File: config.mk
export PLATFORM = sky130hd
export DESIGN_NAME = dec_top
export DESIGN_NICKNAME = d
export VERILOG_FILES = /design/src/dec_pkg.sv /design/src/dec_node_engine.sv /design/src/dec_result.sv /design/src/dec_schedule.sv /design/src/dec_top.sv
export SDC_FILE = /design/constraint.sdc
export NUM_CORES = 2
export LEC_CHECK = 0
export ABC_AREA = 1
export CAP_MARGIN = 0
export CORE_ASPECT_RATIO = 0.8
export CORE_MARGIN = 2
export CORE_UTILIZATION = 60
export CTS_CLUSTER_DIAMETER = 60
export DETAILED_ROUTE_END_ITERATION = 8
export DONT_BUFFER_PORTS = 1
export PLACE_DENSITY_LB_ADDON = 0.1
export SKIP_LAST_GASP = 1
export SLEW_MARGIN = 20
export SYNTH_ARGS = -nofsm -noshare
export SYNTH_HDL_FRONTEND = slang
export SYNTH_HIERARCHICAL = 1
export SYNTH_SLANG_ARGS = --single-unit
export TNS_END_PERCENT = 30
File: constraint.sdc
create_clock -name iclk -period 14.75 [get_ports iclk]
set_input_delay 2.95 -clock iclk [delete_from_list [all_inputs] [get_ports iclk]]
set_output_delay 2.95 -clock iclk [all_outputs]
set_load 0.03 [all_outputs]
File: src/dec_pkg.sv
`default_nettype none

package dec_pkg;

  // ----------------------------------------
  // code geometry
  // ----------------------------------------

  // code bits (variable nodes)
  localparam int cN     = 12;
  // parity rows (check nodes)
  localparam int cM     = 6;
  // ones per row, regular check degree
  localparam int cROW_W = 4;
  // total edges in the tanner graph
  localparam int cEDGES = cM * cROW_W;

  // ----------------------------------------
  // parity-check table
  // ----------------------------------------

  // column index of every edge, row major
  // rows 0..2 split the columns into groups of four
  // rows 3..5 interleave across the groups
  // every column ends up with degree 2
  localparam int cROW_COLS [cEDGES] = '{
    0, 1,  2, 3,
    4, 5,  6, 7,
    8, 9, 10, 11,
    0, 5, 10, 3,
    1, 6, 11, 4,
    2, 7,  8, 9
  };

  // ----------------------------------------
  // interface timing
  // ----------------------------------------

  // read buffer returns data this many cycles after raddr
  localparam int cRDAT_DELAY = 2;

  // ----------------------------------------
  // index and vector types
  // ----------------------------------------

  // bit / column address, also used for raddr and waddr
  typedef logic [3:0] col_idx_t;

  // one flag per code column
  typedef logic [cN-1:0] bits_t;

endpackage

`default_nettype wire

File: src/dec_node_engine.sv
`default_nettype none
`timescale 1ns/1ps

module dec_node_engine #(
  parameter int pLLR_W       = 8,
  parameter int pNORM_FACTOR = 7
) (
  input  logic              iclk,
  input  logic              ireset,
  // channel llr load
  input  logic              llr_load,
  input  dec_pkg::col_idx_t load_idx,
  input  logic [pLLR_W-1:0] rllr,
  // iteration steps
  input  logic              cnode_step,
  input  logic              vnode_step,
  // decisions
  output dec_pkg::bits_t    hard_bits,
  output dec_pkg::bits_t    chan_bits,
  output logic              syndrome_ok
);

  // message, magnitude, column sum and scaling widths
  localparam int cMSG_W  = pLLR_W + 2;
  localparam int cMAG_W  = cMSG_W - 1;
  localparam int cTOT_W  = cMSG_W + 2;
  localparam int cPROD_W = cMAG_W + 4;
  localparam logic [cMAG_W-1:0] cMAG_MAX = '1;

  logic signed [pLLR_W-1:0] chan_llr [dec_pkg::cN];
  logic signed [cMSG_W-1:0] c2v      [dec_pkg::cEDGES];
  logic signed [cMSG_W-1:0] c2v_new  [dec_pkg::cEDGES];
  logic signed [cMSG_W-1:0] v2c      [dec_pkg::cEDGES];
  logic        [cMAG_W-1:0] v2c_mag  [dec_pkg::cEDGES];
  logic signed [cTOT_W-1:0] total    [dec_pkg::cN];
  dec_pkg::bits_t           hd_next;
  logic [dec_pkg::cM-1:0]   syn;

  // symmetric clip to the message range
  function automatic logic signed [cMSG_W-1:0] sat_msg(input logic signed [cTOT_W-1:0] x);
    logic signed [cTOT_W-1:0] lim;
    lim = cTOT_W'({1'b0, cMAG_MAX});
    if (x > lim) begin
      return lim[cMSG_W-1:0];
    end
    else if (x < -lim) begin
      return -lim[cMSG_W-1:0];
    end
    return x[cMSG_W-1:0];
  endfunction

  // ----------------------------------------
  // variable node side
  // ----------------------------------------

  // channel llr plus both incoming check messages
  always_comb begin
    for (int c = 0; c < dec_pkg::cN; c++) begin
      total[c]     = cTOT_W'(chan_llr[c]);
      chan_bits[c] = chan_llr[c][pLLR_W-1];
    end
    for (int e = 0; e < dec_pkg::cEDGES; e++) begin
      total[dec_pkg::cROW_COLS[e]] = total[dec_pkg::cROW_COLS[e]] + cTOT_W'(c2v[e]);
    end
  end

  // extrinsic message per edge, own contribution removed
  always_comb begin
    for (int e = 0; e < dec_pkg::cEDGES; e++) begin
      v2c[e]     = sat_msg(total[dec_pkg::cROW_COLS[e]] - cTOT_W'(c2v[e]));
      v2c_mag[e] = v2c[e][cMSG_W-1] ? cMAG_W'(-v2c[e]) : cMAG_W'(v2c[e]);
    end
  end

  // hard decision and row parity
  always_comb begin
    for (int c = 0; c < dec_pkg::cN; c++) begin
      hd_next[c] = total[c][cTOT_W-1];
    end
    for (int r = 0; r < dec_pkg::cM; r++) begin
      syn[r] = 1'b0;
      for (int j = 0; j < dec_pkg::cROW_W; j++) begin
        syn[r] = syn[r] ^ hd_next[dec_pkg::cROW_COLS[r*dec_pkg::cROW_W+j]];
      end
    end
  end

  // ----------------------------------------
  // check node side, normalized min-sum
  // ----------------------------------------

  always_comb begin
    logic               sgn;
    logic [cMAG_W-1:0]  mn;
    logic [cPROD_W-1:0] prod;
    for (int r = 0; r < dec_pkg::cM; r++) begin
      for (int k = 0; k < dec_pkg::cROW_W; k++) begin
        sgn = 1'b0;
        mn  = cMAG_MAX;
        // sign product and min over the other three edges
        for (int j = 0; j < dec_pkg::cROW_W; j++) begin
          if (j != k) begin
            sgn = sgn ^ v2c[r*dec_pkg::cROW_W+j][cMSG_W-1];
            if (v2c_mag[r*dec_pkg::cROW_W+j] < mn) begin
              mn = v2c_mag[r*dec_pkg::cROW_W+j];
            end
          end
        end
        // scale in eighths, floor
        prod = (cPROD_W'(mn) * cPROD_W'(pNORM_FACTOR)) >> 3;
        if (prod > cPROD_W'(cMAG_MAX)) begin
          prod = cPROD_W'(cMAG_MAX);
        end
        c2v_new[r*dec_pkg::cROW_W+k] = sgn ? -$signed({1'b0, prod[cMAG_W-1:0]}) :
                                              $signed({1'b0, prod[cMAG_W-1:0]});
      end
    end
  end

  // ----------------------------------------
  // storage
  // ----------------------------------------

  always_ff @(posedge iclk) begin
    if (llr_load) begin
      chan_llr[load_idx] <= rllr;
    end
    // new frame starts from zero check messages
    if (llr_load && (load_idx == '0)) begin
      for (int e = 0; e < dec_pkg::cEDGES; e++) begin
        c2v[e] <= '0;
      end
    end
    else if (cnode_step) begin
      c2v <= c2v_new;
    end
    if (vnode_step) begin
      hard_bits <= hd_next;
    end
  end

  always_ff @(posedge iclk or posedge ireset) begin
    if (ireset) begin
      syndrome_ok <= 1'b0;
    end
    else if (llr_load && (load_idx == '0)) begin
      syndrome_ok <= 1'b0;
    end
    else if (vnode_step) begin
      syndrome_ok <= ~|syn;
    end
  end

endmodule

`default_nettype wire

File: src/dec_result.sv
`default_nettype none
`timescale 1ns/1ps

module dec_result #(
  parameter int pTAG_W = 4,
  parameter int pERR_W = 8
) (
  input  logic              iclk,
  input  logic              ireset,
  // frame control from the schedule
  input  logic              frame_start,
  input  logic [pTAG_W-1:0] rtag,
  input  logic              write_step,
  input  dec_pkg::col_idx_t write_idx,
  input  logic              frame_done,
  // engine decisions
  input  dec_pkg::bits_t    hard_bits,
  input  dec_pkg::bits_t    chan_bits,
  input  logic              syndrome_ok,
  // write side
  output logic              write,
  output dec_pkg::col_idx_t waddr,
  output logic              wdat,
  output logic              wfull,
  output logic [pERR_W-1:0] werr,
  output logic              wdecfail,
  output logic [pTAG_W-1:0] wtag
);

  logic [pTAG_W-1:0] tag_q;
  logic [pERR_W-1:0] err_cnt;
  logic              bit_err;

  // decoded bit flipped against the channel sign
  assign bit_err = hard_bits[write_idx] ^ chan_bits[write_idx];

  // ----------------------------------------
  // write strobes
  // ----------------------------------------

  always_ff @(posedge iclk or posedge ireset) begin
    if (ireset) begin
      write <= 1'b0;
      wfull <= 1'b0;
    end
    else begin
      write <= write_step;
      wfull <= frame_done;
    end
  end

  // one hard bit per step
  always_ff @(posedge iclk) begin
    waddr <= write_idx;
    wdat  <= hard_bits[write_idx];
  end

  // ----------------------------------------
  // bit error count and frame status
  // ----------------------------------------

  always_ff @(posedge iclk or posedge ireset) begin
    if (ireset) begin
      err_cnt <= '0;
    end
    else if (frame_start) begin
      err_cnt <= '0;
    end
    else if (write_step && bit_err) begin
      err_cnt <= err_cnt + 1'b1;
    end
  end

  // tag held per frame, status held until next wfull
  always_ff @(posedge iclk) begin
    if (frame_start) begin
      tag_q <= rtag;
    end
    if (frame_done) begin
      werr     <= err_cnt;
      wdecfail <= ~syndrome_ok;
      wtag     <= tag_q;
    end
  end

endmodule

`default_nettype wire

File: src/dec_schedule.sv
`default_nettype none
`timescale 1ns/1ps

module dec_schedule (
  input  logic              iclk,
  input  logic              ireset,
  // read side
  input  logic              rbuf_full,
  input  logic [7:0]        niter,
  input  logic              fmode,
  output dec_pkg::col_idx_t raddr,
  output logic              rempty,
  output logic              llr_load,
  output dec_pkg::col_idx_t load_idx,
  // iteration control
  input  logic              syndrome_ok,
  output logic              cnode_step,
  output logic              vnode_step,
  // write side
  input  logic              wbuf_empty,
  output logic              write_step,
  output dec_pkg::col_idx_t write_idx,
  output logic              frame_start,
  output logic              frame_done,
  output logic [7:0]        used_niter
);

  localparam dec_pkg::col_idx_t cLAST = dec_pkg::col_idx_t'(dec_pkg::cN - 1);

  typedef enum logic [2:0] {
    st_idle,
    st_read,
    st_flush,
    st_comp,
    st_wait,
    st_write,
    st_done
  } state_t;

  state_t                             state;
  logic [7:0]                         niter_q;
  logic                               fmode_q;
  logic [7:0]                         iter_cnt;
  logic                               phase;
  dec_pkg::col_idx_t                  widx;
  logic [dec_pkg::cRDAT_DELAY-1:0]    rd_val;
  dec_pkg::col_idx_t                  rd_idx [dec_pkg::cRDAT_DELAY];
  logic                               last_load;
  logic                               stop;

  // ----------------------------------------
  // step strobes decoded from state
  // ----------------------------------------

  // first read cycle, raddr still at 0
  assign frame_start = (state == st_read) && (raddr == '0);

  // aligned with rllr coming back from the buffer
  assign llr_load  = rd_val[dec_pkg::cRDAT_DELAY-1];
  assign load_idx  = rd_idx[dec_pkg::cRDAT_DELAY-1];
  assign last_load = llr_load && (load_idx == cLAST);

  // stop checked before each check-node step
  // at least one full iteration per frame
  assign stop = (iter_cnt != '0) &&
                ((iter_cnt >= niter_q) || (fmode_q && syndrome_ok));

  assign cnode_step = (state == st_comp) && !phase && !stop;
  assign vnode_step = (state == st_comp) && phase;

  assign write_step = (state == st_write);
  assign write_idx  = widx;
  assign frame_done = (state == st_done);

  // ----------------------------------------
  // read latency delay line
  // ----------------------------------------

  always_ff @(posedge iclk) begin
    rd_idx[0] <= raddr;
    for (int i = 1; i < dec_pkg::cRDAT_DELAY; i++) begin
      rd_idx[i] <= rd_idx[i-1];
    end
  end

  // ----------------------------------------
  // frame fsm
  // ----------------------------------------

  always_ff @(posedge iclk or posedge ireset) begin
    if (ireset) begin
      state      <= st_idle;
      raddr      <= '0;
      widx       <= '0;
      phase      <= 1'b0;
      iter_cnt   <= '0;
      niter_q    <= '0;
      fmode_q    <= 1'b0;
      rempty     <= 1'b0;
      rd_val     <= '0;
      used_niter <= '0;
    end
    else begin
      // one cycle after the last llr lands
      rempty <= last_load;
      rd_val <= {rd_val[dec_pkg::cRDAT_DELAY-2:0], (state == st_read)};
      case (state)
        st_idle : begin
          if (rbuf_full) begin
            state <= st_read;
          end
        end
        st_read : begin
          // frame parameters latched with address 0
          if (frame_start) begin
            niter_q  <= niter;
            fmode_q  <= fmode;
            iter_cnt <= '0;
            phase    <= 1'b0;
          end
          if (raddr == cLAST) begin
            raddr <= '0;
            state <= st_flush;
          end
          else begin
            raddr <= raddr + 1'b1;
          end
        end
        st_flush : begin
          if (last_load) begin
            state <= st_comp;
          end
        end
        st_comp : begin
          // phase 0 check nodes, phase 1 variable nodes
          if (phase) begin
            phase    <= 1'b0;
            iter_cnt <= iter_cnt + 1'b1;
          end
          else if (stop) begin
            state <= st_wait;
          end
          else begin
            phase <= 1'b1;
          end
        end
        st_wait : begin
          // hold results until the sink has room
          if (wbuf_empty) begin
            widx  <= '0;
            state <= st_write;
          end
        end
        st_write : begin
          widx <= widx + 1'b1;
          if (widx == cLAST) begin
            state <= st_done;
          end
        end
        st_done : begin
          used_niter <= iter_cnt;
          widx       <= '0;
          state      <= st_idle;
        end
        default : begin
          state <= st_idle;
        end
      endcase
    end
  end

endmodule

`default_nettype wire

File: src/dec_top.sv
`default_nettype none
`timescale 1ns/1ps

module dec_top #(
  parameter int pLLR_W       = 8,
  parameter int pNORM_FACTOR = 7,
  parameter int pTAG_W       = 4,
  parameter int pERR_W       = 8
) (
  input  logic              iclk,
  input  logic              ireset,
  // read buffer side
  input  logic              rbuf_full,
  input  logic [7:0]        niter,
  input  logic              fmode,
  input  logic [pTAG_W-1:0] rtag,
  input  logic [pLLR_W-1:0] rllr,
  output dec_pkg::col_idx_t raddr,
  output logic              rempty,
  // write buffer side
  input  logic              wbuf_empty,
  output logic              write,
  output dec_pkg::col_idx_t waddr,
  output logic              wdat,
  output logic              wfull,
  output logic [pERR_W-1:0] werr,
  output logic              wdecfail,
  output logic [pTAG_W-1:0] wtag,
  output logic [7:0]        used_niter
);

  // ----------------------------------------
  // internal nets
  // ----------------------------------------

  logic              llr_load;
  dec_pkg::col_idx_t load_idx;
  logic              cnode_step;
  logic              vnode_step;
  logic              write_step;
  dec_pkg::col_idx_t write_idx;
  logic              frame_start;
  logic              frame_done;
  dec_pkg::bits_t    hard_bits;
  dec_pkg::bits_t    chan_bits;
  logic              syndrome_ok;

  // decode, frame and iteration sequencing
  dec_schedule u_schedule (
    .iclk        (iclk),
    .ireset      (ireset),
    .rbuf_full   (rbuf_full),
    .niter       (niter),
    .fmode       (fmode),
    .raddr       (raddr),
    .rempty      (rempty),
    .llr_load    (llr_load),
    .load_idx    (load_idx),
    .syndrome_ok (syndrome_ok),
    .cnode_step  (cnode_step),
    .vnode_step  (vnode_step),
    .wbuf_empty  (wbuf_empty),
    .write_step  (write_step),
    .write_idx   (write_idx),
    .frame_start (frame_start),
    .frame_done  (frame_done),
    .used_niter  (used_niter)
  );

  // execute, min-sum datapath
  dec_node_engine #(
    .pLLR_W       (pLLR_W),
    .pNORM_FACTOR (pNORM_FACTOR)
  ) u_engine (
    .iclk        (iclk),
    .ireset      (ireset),
    .llr_load    (llr_load),
    .load_idx    (load_idx),
    .rllr        (rllr),
    .cnode_step  (cnode_step),
    .vnode_step  (vnode_step),
    .hard_bits   (hard_bits),
    .chan_bits   (chan_bits),
    .syndrome_ok (syndrome_ok)
  );

  // result, write-out and frame status
  dec_result #(
    .pTAG_W (pTAG_W),
    .pERR_W (pERR_W)
  ) u_result (
    .iclk        (iclk),
    .ireset      (ireset),
    .frame_start (frame_start),
    .rtag        (rtag),
    .write_step  (write_step),
    .write_idx   (write_idx),
    .frame_done  (frame_done),
    .hard_bits   (hard_bits),
    .chan_bits   (chan_bits),
    .syndrome_ok (syndrome_ok),
    .write       (write),
    .waddr       (waddr),
    .wdat        (wdat),
    .wfull       (wfull),
    .werr        (werr),
    .wdecfail    (wdecfail),
    .wtag        (wtag)
  );

endmodule

`default_nettype wire

==> flow_summary.rst <==
.. list-table::
   :header-rows: 1

   * - Metric
     - Value
   * - Clock Tree Buf Depth
     - 3
   * - Fraction of final layout cells sized beyond drive strength 1
     - 6.89%
   * - Total iterations of the first detailed-routing run
     - 7
   * - Root cell of the clock tree
     - clkbuf_16
   * - Start point of the worst hold path
     - u_schedule/rd_idx[0][1]
   * - Setup repair after global routing missed its margin
     - no
   * - Final number of setup-violating endpoints
     - 0
   * - Routed length per instance
     - 17.5 um
   * - Crit-path slowest cell
     - o21ai_0
   * - Final layout net count
     - roughly 13000
   * - Met3 wire length
     - 18.9 mm
   * - #FFs+latches synth
     - roughly 430
   * - Cell area after synthesis
     - between 0.07 and 0.08 mm^2
   * - Hold violation total from the final report
     - 0
   * - Number of DRC markers in iteration 0
     - ~7100
   * - Worst skew pair latency
     - 0.70 ns
   * - Height of the chip
     - 324 um
   * - Maximum clock frequency
     - roughly 80 MHz
   * - Max Used Layer
     - met4
   * - Number of vias per cell
     - about 5.6
   * - Remaining global-route overflow
     - 0
   * - Via count of the first global-routing pass
     - 66700
   * - Status
     - complete, no violations
   * - Vias post-DR
     - ~74000
   * - Most frequent cells after synthesis
     - nand2_1, inv_1, ha_1
   * - Share of the synthesized area in the top cell type
     - around 17%
   * - Cell family contributing the most delay on the critical path
     - compound AO/OA/AOI/OAI gates
   * - Initial antenna violation count
     - 5
   * - Count of flip-flops with a built-in enable after synthesis
     - approximately 130
   * - Biggest cell delay along the critical path
     - around 0.66 ns
   * - Number of levels in the clock H-tree
     - 3
   * - Worst clock skew on the final layout
     - ~0.037 ns
   * - Final wirelength
     - between 200 and 250 mm
   * - CP endpoint kind
     - flip-flop
   * - Worst setup path class
     - flip-flop to flip-flop
   * - Global routing usage summed across all routing layers
     - about 34%
   * - Cell count after synthesis
     - between 10000 and 15000
   * - Site Rows
     - 117
   * - Data required time at the worst endpoint
     - between 15 and 20 ns
   * - Slew at the pin closest to its max-slew limit
     - between 1 and 1.5 ns
   * - Area growth from synthesis to layout
     - 5.18%
   * - Critical Path Source
     - u_engine/c2v[1]
   * - Crit start category
     - flip-flop
   * - TritonCTS Sinks
     - roughly 430
   * - Setup tns final
     - 0 ns
   * - Routed Antenna Nets
     - 0
   * - Detailed-placement wirelength estimate
     - 187 mm
   * - TritonCTS clock tree
     - built
   * - Die X
     - about 400 um
   * - Sequential-to-total area share from yosys stat
     - a little over an eighth
   * - Effective utilization at floorplan
     - between 60% and 70%
   * - Cell with the most instances after synthesis
     - nand2_1
   * - Post-Synthesis Net Count
     - between 10000 and 15000
   * - Syn_area_per_cell
     - roughly 6.7 um^2
   * - Global placement routability congestion
     - around 1.0
   * - Post-Route M1 WL
     - between 100 and 150 mm
   * - Share of the core filled with cells in the final layout
     - between 60% and 70%
   * - Data arrival, critical path
     - roughly 13 ns
   * - Port-buffer cells
     - 0
   * - Total die area
     - between 0.1 and 0.15 mm^2
   * - DRC violations left
     - 0
   * - Synth top area cells
     - ha_1, nand2_1, inv_1
   * - CTS buffer count
     - between 60 and 70
   * - Post-layout min period
     - around 13 ns
   * - Count of different cell masters after synthesis
     - between 80 and 90
   * - Final number of max-transition violations
     - 0
   * - Main synth FF type
     - dfxtp_1
   * - CTS resizes
     - 0
   * - Count of buffer and inverter cells on the critical path
     - 12
   * - Post-CTS setup-driven buffer insertion count
     - 0
   * - Largest net degree at the start of global routing
     - 140
   * - Hold-fix buffers at CTS
     - 0
   * - Number of maximum-capacitance violations
     - 0
   * - Clock-pin slew of the registers on the worst-case setup and hold paths
     - around 0.060 ns
   * - Global-route wire length before repair
     - 362 mm
   * - Largest area contributor in the synthesized netlist
     - ha_1
   * - Top Ports
     - 58
   * - Pre-CTS setup slack
     - 2.53 ns
   * - CP most frequent cell
     - inv_1
   * - Post-route fraction of the period consumed by the critical path
     - 84.9%
   * - Met2 wire length
     - 92.9 mm
   * - Number of warnings printed during yosys synthesis
     - 6
   * - Class of the tightest hold or removal check
     - flip-flop to flip-flop
   * - Slew margin rel.
     - a little under a fifth
   * - Core ar.
     - around 0.13 mm^2
   * - Crit Reg-Reg Startpoint
     - u_engine/c2v[1]
   * - Crit-path max FO
     - 17
   * - Setup WS post-layout
     - between 2 and 2.5 ns
   * - Share of synthesized registers carrying an async set or reset
     - a little under an eighth
==> flip-flops by register name (all words and copies together), names as in the netlist, 2 cells and up <==
signal	count
u_engine/c2v	240
u_result/waddr	4
u_schedule/write_idx	4
u_result/wtag	4
u_schedule/niter_q	8
u_schedule/raddr	4
u_schedule/rd_val	2
u_engine/chan_llr	96
u_schedule/used_niter	8
u_result/tag_q	4
u_engine/hard_bits	12
u_result/werr	8
u_schedule/iter_cnt	8
u_result/err_cnt	8
u_schedule/state	3
u_schedule/rd_idx	8
==> layout by cell type, fill, tap and decap left out, types with 107 or more instances in the layout <==
cell type	instances
nand3_1	632
xor2_1	432
dfxtp_1	253
ha_1	1040
nand2_1	2854
inv_2	109
nand4_1	140
o21ai_0	419
edfxtp_1	125
xnor2_1	276
o21ai_1	161
o211ai_1	162
o21bai_1	107
inv_1	1937
nand2_2	170
nor2_1	691
fa_1	276
a21oi_1	621
==> through the flow <==
stage / hold WS, ns / instance area (um^2) / instances
final: 0.326 / 80500 / 13100
after global routing: 0.333 / 80500 / 13100
after CTS: 0.327 / 80500 / 13100
after detailed placement: 0.314 / 78100 / 13000
after global placement: 0.311 / 78100 / 13000
after floorplan: 0.310 / 76600 / 11400
==> metal layers <==
metal  vias up  GRT usage, %
met5         -             0
met4         0          9.89
met3       320          4.60
met2      2661          51.1
met1     33900          51.7
li1      36900             -
==> cells by family (layout without fill, tap and decap cells) <==
kind of cell | count (synthesis) | after routing | synth area share (%)
simple gates | 4869 | 4869 | 28.2
xor+xnor | 722 | 722 | 8.40
buf+inv | 2214 | 2230 | 11.4
compound gates | 1864 | 1864 | 14.7
other cells | 0 | 5 | 0
fa+ha+maj | 1316 | 1316 | 24.2
flops | 429 | 429 | 13.2
==> worst register-to-register path, delay by kind of cell, from the launching register on <==
| kind | cells | cell delay (ns) |
|---|---|---|
| fa+ha+maj | 8 | 3.03 |
| buf+inv | 12 | 1.17 |
| simple gates | 24 | 2.87 |
| xor+xnor | 2 | 0.65 |
| flops | 1 | 0.42 |
| compound gates | 21 | 4.28 |
==> layout make-up <==
cell class                      count  area, um^2
Multi-Input combinational cell   8771       57800
Clock buffer                       80        1850
Fill cell                       11800       46400
Timing Repair Buffer               41         312
Antenna cell                        5        12.5
Clock inverter                     48         577
Inverter                         2061        7800
Sequential cell                   429       10100
Tap cell                         1666        2080
==> path summary, 6_finish.rpt <==
| check | to | slack, ns | depth (start not counted) |
|---|---|---|---|
| worst max-delay path | u_engine/c2v[138] | 2.23 | 67 |
| worst min-delay path | u_schedule/rd_idx[0][5] | 0.33 | 0 |
| worst max register to register | u_engine/c2v[138] | 2.23 | 67 |
| worst min register to register | u_schedule/rd_idx[0][5] | 0.33 | 0 |
| max in group asynchronous | u_schedule/niter_q[4] | 11.73 | 2 |
| min in group asynchronous | u_engine/syndrome_ok | 2.00 | 1 |
Power is not shown: default switching activity piles up to over one toggle a cycle in this logic, so the estimate is an artifact.
